--- config.mk ---
export PLATFORM = sky130hd
export DESIGN_NAME = pc_harden_top
export DESIGN_NICKNAME = d
export VERILOG_FILES = /design/src/hdl/pc_types_pkg.sv /design/src/hdl/pc_ctrl_pkg.sv /design/src/hdl/fetch_pc_gen.sv /design/src/hdl/if_id_buffer.sv /design/src/hdl/pc_checker.sv /design/src/hdl/pc_harden_top.sv
export SDC_FILE = /design/constraint.sdc
export NUM_CORES = 1
export LEC_CHECK = 0
export BUFFER_PORTS_ARGS = -buffer_cell sky130_fd_sc_hd__buf_4
export CELL_PAD_IN_SITES_DETAIL_PLACEMENT = 1
export CELL_PAD_IN_SITES_GLOBAL_PLACEMENT = 2
export CORE_MARGIN = 5
export CORE_UTILIZATION = 40
export CTS_CLUSTER_DIAMETER = 50
export DETAILED_ROUTE_END_ITERATION = 8
export GPL_TIMING_DRIVEN = 1
export MAX_ROUTING_LAYER = met4
export PLACE_DENSITY = 0.87
export SYNTH_ARGS = -nofsm -noshare
export SYNTH_HDL_FRONTEND = slang
export SYNTH_SLANG_ARGS = --single-unit
--- constraint.sdc ---
create_clock -name clk_i -period 7.75 [get_ports clk_i]
set_clock_uncertainty 0.1 [all_clocks]
set_input_delay 1.55 -clock clk_i [delete_from_list [all_inputs] [get_ports clk_i]]
set_output_delay 1.55 -clock clk_i [all_outputs]
set_load 0.005 [all_outputs]
--- src/hdl/pc_types_pkg.sv ---
`default_nettype none

// Address and instruction size types shared by the fetch, buffer and checker
package pc_types_pkg;

  // One instruction address, a full 32-bit word
  typedef logic [31:0] pc_t;

  // Size flag of the instruction at a given address
  // High means a 16-bit compressed instruction
  typedef logic instr_size_t;

  // Step for a compressed instruction
  localparam pc_t PC_INCR_CMPR = 32'd2;

  // Step for a full 32-bit instruction
  localparam pc_t PC_INCR_FULL = 32'd4;

  // Sequential successor of an address
  function automatic pc_t pc_incr(pc_t pc, instr_size_t cmpr);
    pc_t step;
    step = cmpr ? PC_INCR_CMPR : PC_INCR_FULL;
    return pc + step;
  endfunction

endpackage

`default_nettype wire

--- src/hdl/pc_ctrl_pkg.sv ---
`default_nettype none

// Control-flow encodings and checker state for the hardened PC
package pc_ctrl_pkg;

  // Cause of a non-sequential PC
  // Only kept so an alert can report which kind of target was wrong
  typedef enum logic [1:0] {
    REDIR_BRANCH = 2'd0,
    REDIR_JUMP   = 2'd1,
    REDIR_MRET   = 2'd2
  } redirect_kind_e;

  // What the checker expects for the next accepted address
  typedef enum logic [1:0] {
    // First address after reset must be the boot address
    CHK_INIT  = 2'd0,
    // Previous accepted address plus its instruction size
    CHK_SEQ   = 2'd1,
    // Duplicate target captured at the last redirect
    CHK_REDIR = 2'd2
  } chk_state_e;

endpackage

`default_nettype wire

--- src/hdl/fetch_pc_gen.sv ---
`default_nettype none
`timescale 1ns/10ps

// Fetch side PC producer
// Holds the current fetch address and offers it on a valid/ready handshake
module fetch_pc_gen
  import pc_types_pkg::*;
#(
  parameter pc_t BOOT_ADDR = 32'h0000_0080
) (
  input  wire logic        clk_i,
  input  wire logic        rst_n_i,
  // Size of the instruction sitting at the current fetch PC
  input  wire instr_size_t is_compressed_i,
  // Control-flow change from branch, jump or return
  input  wire logic        redirect_valid_i,
  input  wire pc_t         redirect_target_i,
  // Glitch injection hook on the PC register
  input  wire pc_t         fault_pc_mask_i,
  // Downstream handshake
  input  wire logic        if_ready_i,
  output logic             if_valid_o,
  output pc_t              if_pc_o,
  output instr_size_t      if_cmpr_o
);

  // Fetch PC register
  pc_t  pc_q;

  // Next PC before the fault mask
  pc_t  pc_sel;

  // Next PC as written into the register
  pc_t  pc_d;

  // Offer flag, low only while in reset
  logic valid_q;

  // Address handed to the buffer this cycle
  logic xfer;

  assign xfer = valid_q && if_ready_i;

  // Next PC selection
  // Redirect wins over a transfer and drops the address on offer
  always_comb begin
    if (redirect_valid_i) begin
      pc_sel = redirect_target_i;
    end else if (xfer) begin
      // Step over the instruction that was just handed on
      pc_sel = pc_incr(pc_q, is_compressed_i);
    end else begin
      // Back-pressure or not yet valid, keep the address
      pc_sel = pc_q;
    end
  end

  // Fault mask flips bits on top of whatever was chosen
  // A zero mask leaves the value unchanged
  assign pc_d = pc_sel ^ fault_pc_mask_i;

  always_ff @(posedge clk_i or negedge rst_n_i) begin
    if (!rst_n_i) begin
      pc_q    <= BOOT_ADDR;
      valid_q <= 1'b0;
    end else begin
      pc_q    <= pc_d;
      // Starts offering on the first edge after reset and never stops
      valid_q <= 1'b1;
    end
  end

  // Handshake outputs
  assign if_valid_o = valid_q;
  assign if_pc_o    = pc_q;

  // Size flag belongs to the address on offer
  assign if_cmpr_o  = is_compressed_i;

endmodule

`default_nettype wire

--- src/hdl/if_id_buffer.sv ---
`default_nettype none
`timescale 1ns/10ps

// Two-entry FIFO between fetch and decode
// Stores each address with its size flag and is emptied by a redirect
module if_id_buffer
  import pc_types_pkg::*;
(
  input  wire logic        clk_i,
  input  wire logic        rst_n_i,
  // Redirect flush, drops all held entries
  input  wire logic        flush_i,
  // Write side from fetch
  input  wire logic        if_valid_i,
  input  wire pc_t         if_pc_i,
  input  wire instr_size_t if_cmpr_i,
  output logic             if_ready_o,
  // Read side toward the checker
  output logic             buf_valid_o,
  output pc_t              buf_pc_o,
  output instr_size_t      buf_cmpr_o,
  input  wire logic        buf_ready_i
);

  localparam int DEPTH = 2;
  localparam int PTR_W = $clog2(DEPTH);
  localparam int CNT_W = PTR_W + 1;

  // Entry storage
  pc_t         mem_pc   [DEPTH];
  instr_size_t mem_cmpr [DEPTH];

  // Pointers wrap naturally since the depth is a power of two
  logic [PTR_W-1:0] wr_ptr_q;
  logic [PTR_W-1:0] rd_ptr_q;

  // Number of held entries
  logic [CNT_W-1:0] count_q;

  logic push;
  logic pop;

  // Full when every entry is taken
  assign if_ready_o  = (count_q != CNT_W'(DEPTH));
  assign buf_valid_o = (count_q != '0);

  assign push = if_valid_i && if_ready_o;
  assign pop  = buf_valid_o && buf_ready_i;

  // Oldest entry is always on the output
  assign buf_pc_o   = mem_pc[rd_ptr_q];
  assign buf_cmpr_o = mem_cmpr[rd_ptr_q];

  always_ff @(posedge clk_i or negedge rst_n_i) begin
    if (!rst_n_i) begin
      wr_ptr_q <= '0;
      rd_ptr_q <= '0;
      count_q  <= '0;
    end else if (flush_i) begin
      // Anything pushed on this edge is dropped too
      wr_ptr_q <= '0;
      rd_ptr_q <= '0;
      count_q  <= '0;
    end else begin
      if (push) begin
        wr_ptr_q <= wr_ptr_q + 1'b1;
      end
      if (pop) begin
        rd_ptr_q <= rd_ptr_q + 1'b1;
      end
      // Count only moves when exactly one side is active
      case ({push, pop})
        2'b10:   count_q <= count_q + 1'b1;
        2'b01:   count_q <= count_q - 1'b1;
        default: count_q <= count_q;
      endcase
    end
  end

  // Entry write, skipped on a flush edge
  always_ff @(posedge clk_i) begin
    if (push && !flush_i) begin
      mem_pc[wr_ptr_q]   <= if_pc_i;
      mem_cmpr[wr_ptr_q] <= if_cmpr_i;
    end
  end

endmodule

`default_nettype wire

--- src/hdl/pc_checker.sv ---
`default_nettype none
`timescale 1ns/10ps

// Decode side consumer
// Forwards addresses to decode and recomputes each one independently
module pc_checker
  import pc_types_pkg::*;
  import pc_ctrl_pkg::*;
#(
  parameter pc_t BOOT_ADDR = 32'h0000_0080
) (
  input  wire logic           clk_i,
  input  wire logic           rst_n_i,
  // Hardening enable from the core control register
  input  wire logic           pc_hardening_i,
  // Redirect seen by the checker with its own target copy
  input  wire logic           redirect_valid_i,
  input  wire redirect_kind_e redirect_kind_i,
  input  wire pc_t            redirect_target_chk_i,
  // Glitch injection hook on the stored target copy
  input  wire pc_t            fault_chk_mask_i,
  // From the buffer
  input  wire logic           buf_valid_i,
  input  wire pc_t            buf_pc_i,
  input  wire instr_size_t    buf_cmpr_i,
  output logic                buf_ready_o,
  // Toward decode
  input  wire logic           id_ready_i,
  output logic                id_valid_o,
  output pc_t                 id_pc_o,
  // Sticky fault report
  output logic                alert_major_o,
  output redirect_kind_e      alert_kind_o
);

  chk_state_e     state_q;
  chk_state_e     state_d;

  // Last accepted address and its size
  pc_t            prev_pc_q;
  instr_size_t    prev_cmpr_q;

  // Duplicate target and its cause, captured on a redirect
  pc_t            tgt_q;
  redirect_kind_e kind_q;

  // Alert state
  logic           alert_q;
  redirect_kind_e alert_kind_q;

  // Recomputed address for the next accepted transfer
  pc_t            exp_pc;

  logic           accept;
  logic           mismatch;

  // Decode sees the buffer output directly
  assign id_valid_o  = buf_valid_i;
  assign id_pc_o     = buf_pc_i;
  assign buf_ready_o = id_ready_i;

  // Transfer into decode on this edge
  assign accept = buf_valid_i && id_ready_i;

  // Expected address by checker state
  always_comb begin
    case (state_q)
      CHK_INIT:  exp_pc = BOOT_ADDR;
      CHK_SEQ:   exp_pc = pc_incr(prev_pc_q, prev_cmpr_q);
      CHK_REDIR: exp_pc = tgt_q;
      default:   exp_pc = BOOT_ADDR;
    endcase
  end

  assign mismatch = accept && (buf_pc_i != exp_pc);

  // Next state
  // A redirect arms the target check even if an address goes through now
  always_comb begin
    state_d = state_q;
    if (redirect_valid_i) begin
      state_d = CHK_REDIR;
    end else if (accept) begin
      state_d = CHK_SEQ;
    end
  end

  always_ff @(posedge clk_i or negedge rst_n_i) begin
    if (!rst_n_i) begin
      state_q      <= CHK_INIT;
      alert_q      <= 1'b0;
      alert_kind_q <= REDIR_BRANCH;
    end else begin
      state_q <= state_d;
      // First failing check while hardened sets the alert for good
      if (mismatch && pc_hardening_i && !alert_q) begin
        alert_q <= 1'b1;
        // Report the redirect cause only when a target was being checked
        if (state_q == CHK_REDIR) begin
          alert_kind_q <= kind_q;
        end else begin
          alert_kind_q <= REDIR_BRANCH;
        end
      end
    end
  end

  // History of the stream
  always_ff @(posedge clk_i) begin
    if (accept) begin
      prev_pc_q   <= buf_pc_i;
      prev_cmpr_q <= buf_cmpr_i;
    end
    if (redirect_valid_i) begin
      // Mask models a glitch on the stored copy
      tgt_q  <= redirect_target_chk_i ^ fault_chk_mask_i;
      kind_q <= redirect_kind_i;
    end
  end

  assign alert_major_o = alert_q;
  assign alert_kind_o  = alert_kind_q;

endmodule

`default_nettype wire

--- src/hdl/pc_harden_top.sv ---
`default_nettype none
`timescale 1ns/10ps

// Hardened PC subsystem
// Fetch producer, two-entry buffer and decode side checker
module pc_harden_top
  import pc_types_pkg::*;
  import pc_ctrl_pkg::*;
#(
  parameter pc_t BOOT_ADDR = 32'h0000_0080
) (
  input  wire logic           clk_i,
  input  wire logic           rst_n_i,
  // Fetch inputs
  input  wire instr_size_t    is_compressed_i,
  input  wire logic           redirect_valid_i,
  input  wire pc_t            redirect_target_i,
  input  wire pc_t            fault_pc_mask_i,
  // Checker inputs
  input  wire redirect_kind_e redirect_kind_i,
  input  wire pc_t            redirect_target_chk_i,
  input  wire pc_t            fault_chk_mask_i,
  input  wire logic           pc_hardening_i,
  // Decode side
  input  wire logic           id_ready_i,
  output logic                id_valid_o,
  output pc_t                 id_pc_o,
  output logic                alert_major_o,
  output redirect_kind_e      alert_kind_o
);

  // Fetch to buffer
  logic        if_valid;
  logic        if_ready;
  pc_t         if_pc;
  instr_size_t if_cmpr;
  logic        flush;

  // Buffer to checker
  logic        buf_valid;
  logic        buf_ready;
  pc_t         buf_pc;
  instr_size_t buf_cmpr;

  // Redirect empties the buffer at the same edge it moves the PC
  assign flush = redirect_valid_i;

  fetch_pc_gen #(
    .BOOT_ADDR(BOOT_ADDR)
  ) fetch_i (
    .clk_i            (clk_i),
    .rst_n_i          (rst_n_i),
    .is_compressed_i  (is_compressed_i),
    .redirect_valid_i (redirect_valid_i),
    .redirect_target_i(redirect_target_i),
    .fault_pc_mask_i  (fault_pc_mask_i),
    .if_ready_i       (if_ready),
    .if_valid_o       (if_valid),
    .if_pc_o          (if_pc),
    .if_cmpr_o        (if_cmpr)
  );

  if_id_buffer buffer_i (
    .clk_i      (clk_i),
    .rst_n_i    (rst_n_i),
    .flush_i    (flush),
    .if_valid_i (if_valid),
    .if_pc_i    (if_pc),
    .if_cmpr_i  (if_cmpr),
    .if_ready_o (if_ready),
    .buf_valid_o(buf_valid),
    .buf_pc_o   (buf_pc),
    .buf_cmpr_o (buf_cmpr),
    .buf_ready_i(buf_ready)
  );

  pc_checker #(
    .BOOT_ADDR(BOOT_ADDR)
  ) checker_i (
    .clk_i                (clk_i),
    .rst_n_i              (rst_n_i),
    .pc_hardening_i       (pc_hardening_i),
    .redirect_valid_i     (redirect_valid_i),
    .redirect_kind_i      (redirect_kind_i),
    .redirect_target_chk_i(redirect_target_chk_i),
    .fault_chk_mask_i     (fault_chk_mask_i),
    .buf_valid_i          (buf_valid),
    .buf_pc_i             (buf_pc),
    .buf_cmpr_i           (buf_cmpr),
    .buf_ready_o          (buf_ready),
    .id_ready_i           (id_ready_i),
    .id_valid_o           (id_valid_o),
    .id_pc_o              (id_pc_o),
    .alert_major_o        (alert_major_o),
    .alert_kind_o         (alert_kind_o)
  );

endmodule

`default_nettype wire

After elaboration in Yosys (flattened, before gate mapping) --
Memories as Yosys holds them, arrays and structs flattened. A register that Yosys moved wholly into a read port is not among the register bits. Cells that the tools add are included.
Word-level totals: RAM bits 66, word-level logic and storage cells 55, output and inout bits 36, register bits after elaboration 108, memories kept 2, bits of input ports 136
Cells by class: multiplexer cells 16, equal/unequal tests 6, reduce and logical (&&, ||, !) cells 12, bitwise logic cells 2, $add $sub $neg 6
Memory list:
- buffer_i.mem_pc | words 2, width 32, rd ports 1, clocked after Yosys merged registers in 0, write ports 1, RTL line if_id_buffer.sv:30 | pc_t mem_pc [DEPTH];
- buffer_i.mem_cmpr | words 2, width 1, rd ports 1, clocked after Yosys merged registers in 1, write ports 1, RTL line if_id_buffer.sv:31 | instr_size_t mem_cmpr [DEPTH];
Operator list (count):
- adder 32 bit | 2
- two-way mux 32 bit | 2
- case mux 32 bit (2 select lines) | 1
- XOR 32 bit | 2
- != test 32 bit | 1
- two-way mux 2 bit | 4
- logical AND 1 bit | 6
- two-way mux 1 bit | 6
- two-way mux 3 bit | 2
- nonzero test 2 bit | 3
- == test 2 x 1 -> 1 bit (second input constant) | 2
- == test 2 bit (second input constant) | 2
- case mux 2 bit (2 select lines) | 1
- nonzero test 3 bit | 1
- adder 1 bit (second input constant) | 2
- adder 2 x 1 -> 2 bit (second input constant) | 1
- zero test 1 bit | 2
- != test 2 bit (second input constant) | 1
- subtractor 2 x 1 -> 2 bit (second input constant) | 1

Depth between registers and ports, before layout --
word-level depth 7, gate-level depth with buffers 14, gate-level depth less buffers 11

Modules after synthesis --
Synthesis repeated with hierarchy kept, for this count alone.
Unflattened totals: cell total of the unflattened synthesis 914, area total of the unflattened synthesis 10221.1 um^2
By module, submodules not included:
- pc_checker | sequential area each 2137.0 um^2, area an instance 5295.1 um^2, cells an instance 527, instances 1
- if_id_buffer | sequential area each 2082.0 um^2, area an instance 2610.0 um^2, cells an instance 129, instances 1
- fetch_pc_gen | sequential area each 827.0 um^2, area an instance 2316.0 um^2, cells an instance 258, instances 1

Worst setup path after synthesis --
No wires, ideal clock.
kind input to register, from input redirect_valid_i, to memory buffer_i.mem_cmpr[1] (netlist bit) (enable), cell stages on the path 3, setup slack 2.799 ns, setup time 0.471 ns, arrival 4.380 ns, data required time 7.179 ns, path buffers 2, cell sequence clkbuf_1 -> clkbuf_1 -> nor3b_1
Between the ends: word-level cells in the longest chain between the ends 4
RTL lines:
- start: declaration | RTL line pc_harden_top.sv:16 | input wire logic redirect_valid_i,
- zero test 1 bit | RTL line if_id_buffer.sv:82 | if (push && !flush_i) begin
- logical AND 1 bit | RTL line if_id_buffer.sv:82
- two-way mux 1 bit | RTL line if_id_buffer.sv:82
- two-way mux 1 bit (implied by the code) | RTL line if_id_buffer.sv:84 | mem_cmpr[wr_ptr_q] <= if_cmpr_i;
- end: declaration | RTL line if_id_buffer.sv:31
Every way passes these cells.

Worst setup path in the final report --
from input is_compressed_i, to register fetch_i.pc_q[31] (netlist: fetch_i.if_pc_o[31])
Between the ends: word-level cells in the longest chain between the ends 5
RTL lines:
- start: declaration | RTL line pc_harden_top.sv:15 | input wire instr_size_t is_compressed_i,
- two-way mux 3 bit | RTL line pc_types_pkg.sv:22 | step = cmpr ? PC_INCR_CMPR : PC_INCR_FULL;
- adder 32 bit | RTL line pc_types_pkg.sv:23 | return pc + step;
- two-way mux 32 bit | RTL line fetch_pc_gen.sv:49 | end else if (xfer) begin
- two-way mux 32 bit | RTL line fetch_pc_gen.sv:47 | if (redirect_valid_i) begin
- XOR 32 bit | RTL line fetch_pc_gen.sv:60 | assign pc_d = pc_sel ^ fault_pc_mask_i;
- via fetch_i.pc_d[31] | RTL line fetch_pc_gen.sv:34 | pc_t pc_d;
- end signal: assignment | RTL line fetch_pc_gen.sv:67 | pc_q <= pc_d;
- end: declaration | RTL line fetch_pc_gen.sv:28 | pc_t pc_q;
The timed path passes the listed nets, and every way through them passes these cells. A chain may end at the register's enable or synchronous reset.

==> qor.yml <==
dieArea_um2: 25900
p_leak_uw: 0.00434
filler_cell_count: 2382
grt_pass1_wl_um: 39200
die_w_um: 161
synth_flop_cell: "edfxtp_1"
fin_setup_tns_ns: 0
arrival_ns: 4.36
cp-start-kind: "input port"
synth_fp_nets: 904
multiInputGateArea_um2: 3800
setup_violations: 0
area_growth_pct: 23.6
synthArstFlopShare: 0.240
vdd_drop_max_mv: 0.143
grt_usage: 0.200
status: "finished clean"
hold_viol: 0
synth_edf_count: 133
hold_class: "reg -> reg"
antenna_found_initial: 0
power_density_nw_per_um2: 254
io_buffers: 171
htree_num_levels: 4
rsz0062_at_grt: "no"
avgSynthCellArea_um2: 12.0
use_met1: 0.260
power_frac_comb: 0.236
cts_sinks: 175
route.detailed.wl_per_inst_um: 20.4
grt_busiest_layer: "met2"
antenna_cells: 0
max_freq_ghz: 0.242
routabilityCongestion: 0.811
root_buffer: "clkbuf_16"
place_area_um2: 10600
clk_pin_slew_ns: 0.07
clock_path_buffers: 2
synth_warnings: 0
drt_iter0_drc: 419
fin_crit_ns: 4.14
clk_latency_ns: 0.45
yosysSeqAreaShare: 0.554
initial_core_util: 0.405
relSlewSlack: 0.417
postCtsSetupBuffers: 0
drtPass1Iterations: 5
worstMarginPinSlew_ns: 0.872
drive_above_1_share: 0.268
critPathRequiredTime_ns: 7.97
cts_hold_buf: 0
grt_max_degree: 69
final_nets: 1068
core_um2: 22500
slew_violations: 0
synth_seq_cells: 175
ios: 172
netSwitchingFraction: 0.314
maxCapViolCount: 0
critPathMaxFanout: 5
use_met3: 0.0300
synth_area_um2: 9110
drc_errors: 0
num_vias: 6672
power_frac_seq: 0.443
ant_nets: 0
die_y_um: 161
grt_pass1_vias: 7011
critPathCaptureType: "register"
dp_hpwl_um: 18300
worstSetupPathType: "in -> reg"
synthCells: 760
grt-ovfl-total: 0
wirelength_um: 25000
via_per_inst: 5.46
regArea_um2: 5050
yosysUniqueCellTypes: 81
cts_buffers: 17
met2_usage: 0.328
p_int_uw: 1960
cts-resized-gates: 0
power_frac_clock: 0.320
rows: 55
switchingPower_uw: 898
post-route-cell-area_um2: 11300
period_share: 0.534
cts_tree: "yes"
[power by group through the flow]
stage | Sequential, uW | Clock [uW] | Combinational (uW)
2_1_floorplan | 1250 | 0 | 416
3_3_place_gp | 1280 | 0 | 663
3_5_place_dp | 1280 | 0 | 676
4_1_cts | 1270 | 928 | 681
5_1_grt | 1280 | 972 | 735
6_report | 1270 | 915 | 675
[path summary, 6_finish.rpt]
check	endpoint	depth (start not counted)	from	slack, ns
setup reg to reg	checker_i.alert_kind_o[0]	11	checker_i.state_q[0]	3.77
hold / removal	buffer_i.mem_pc[1][0]	0	fetch_i.if_pc_o[0]	0.38
hold reg to reg	buffer_i.mem_pc[1][0]	0	fetch_i.if_pc_o[0]	0.38
max in group asynchronous	fetch_i.if_pc_o[18]	1	rst_n_i	6.16
setup / recovery	fetch_i.if_pc_o[31]	12	is_compressed_i	3.61
min in group asynchronous	buffer_i.count_q[0]	1	rst_n_i	1.00
[final cells by class]
cell class | instances | share of cell area
flip-flops and latches | 175 | 0.448
multi-input cells | 526 | 0.338
repair buffers | 176 | 0.117
clock buffers | 18 | 0.0390
well taps | 285 | 0.0317
clock inverters | 14 | 0.0167
inverters | 28 | 0.00933
[critical path, stage by stage]
cell and delay [ns]:
buf_4 0.11, ha_1 0.17, inv_1 0.06, fa_1 0.39
nor4b_2 0.52, nor3b_2 0.40, nand3_1 0.23, nor3_1 0.35
nand3_1 0.15, xnor2_1 0.16, mux2i_1 0.10, xnor2_1 0.16
[per-stage QoR]
| step | utilization | total power (uW) | hold WS, ns | setup slack [ns] | cells |
|---|---|---|---|---|---|
| 6_report | 0.500 | 2860 | 0.383 | 3.61 | 1222 |
| 5_1_grt | 0.500 | 2990 | 0.416 | 3.35 | 1222 |
| 4_1_cts | 0.500 | 2880 | 0.388 | 3.58 | 1222 |
| 3_5_place_dp | 0.473 | 1960 | 0.370 | 3.12 | 1190 |
| 3_3_place_gp | 0.473 | 1940 | 0.377 | 3.23 | 1190 |
| 2_1_floorplan | - | 1660 | 0.341 | 2.80 | 760 |
[layout by cell type (no fill, tap or decap), types with 6 or more instances in the layout]
cell / Yosys / layout
nand4_1: 16 / 16
nor4_1: 11 / 11
nand2_1: 74 / 74
a22oi_1: 11 / 11
nand3_1: 28 / 28
o21ai_0: 32 / 32
nor3_1: 15 / 14
mux2_2: 19 / 19
dfrtp_1: 41 / 41
and3_1: 11 / 11
ha_1: 6 / 6
inv_1: 28 / 28
edfxtp_1: 133 / 133
xnor2_1: 23 / 23
xor2_1: 92 / 92
a21oi_1: 18 / 18
mux2i_1: 32 / 32
clkbuf_16: 0 / 17
nor2_1: 21 / 21
nand2b_1: 9 / 9
and4_1: 7 / 7
buf_4: 1 / 176
[metal layers]
metal	vias to the layer above	share of wire
li1	3139	-
met1	3316	0.45
met2	186	0.50
met3	31	0.034
met4	0	0.019
met5	-	0
[logic make-up (layout without fill, tap and decap cells)]
family / after synthesis / after routing / synth area share
fa+ha+maj: 8 / 8 / 0.0126
simple gates: 233 / 233 / 0.145
mux: 52 / 52 / 0.0599
compound gates: 117 / 117 / 0.0874
xor+xnor: 115 / 115 / 0.111
other cells: 1 / 1 / 0.000412
flops: 175 / 175 / 0.554
buf+inv: 59 / 236 / 0.0295
[cell usage after synthesis (5+ instances only)]
cell	count	area [um2]
nand2b_1	9	56.3
a31oi_1	5	31.3
buf_6	5	56.3
nor2_1	21	78.8
xnor2_1	23	201
mux2i_1	32	320
nand4_1	16	100
mux2_2	19	214
buf_2	5	25.0
and3_1	11	68.8
nand2_1	74	278
nor3_1	15	75.1
clkbuf_1	18	67.6
o21ai_1	5	25.0
nor4_1	11	68.8
xor2_1	92	806
o21ai_0	32	160
dfrtp_1	41	1030
a221oi_1	5	43.8
nand3_1	28	140
and4_1	7	61.3
ha_1	6	75.1
a22oi_1	11	82.6
edfxtp_1	133	3990
a21oi_1	18	90.1
inv_1	28	105
[flip-flops by register name, summed over array words and instances (netlist names)]
name and count:
fetch_i.if_pc_o 32, checker_i.state_q 2, buffer_i.wr_ptr_q 1, checker_i.alert_kind_o 2, checker_i.tgt_q 32, checker_i.alert_major_o 1
buffer_i.mem_cmpr 2, checker_i.prev_cmpr_q 1, fetch_i.if_valid_o 1, buffer_i.mem_pc 64, buffer_i.rd_ptr_q 1, checker_i.prev_pc_q 32
checker_i.kind_q 2, buffer_i.count_q 2
No activity file was read; power rests on OpenSTA's default activity.
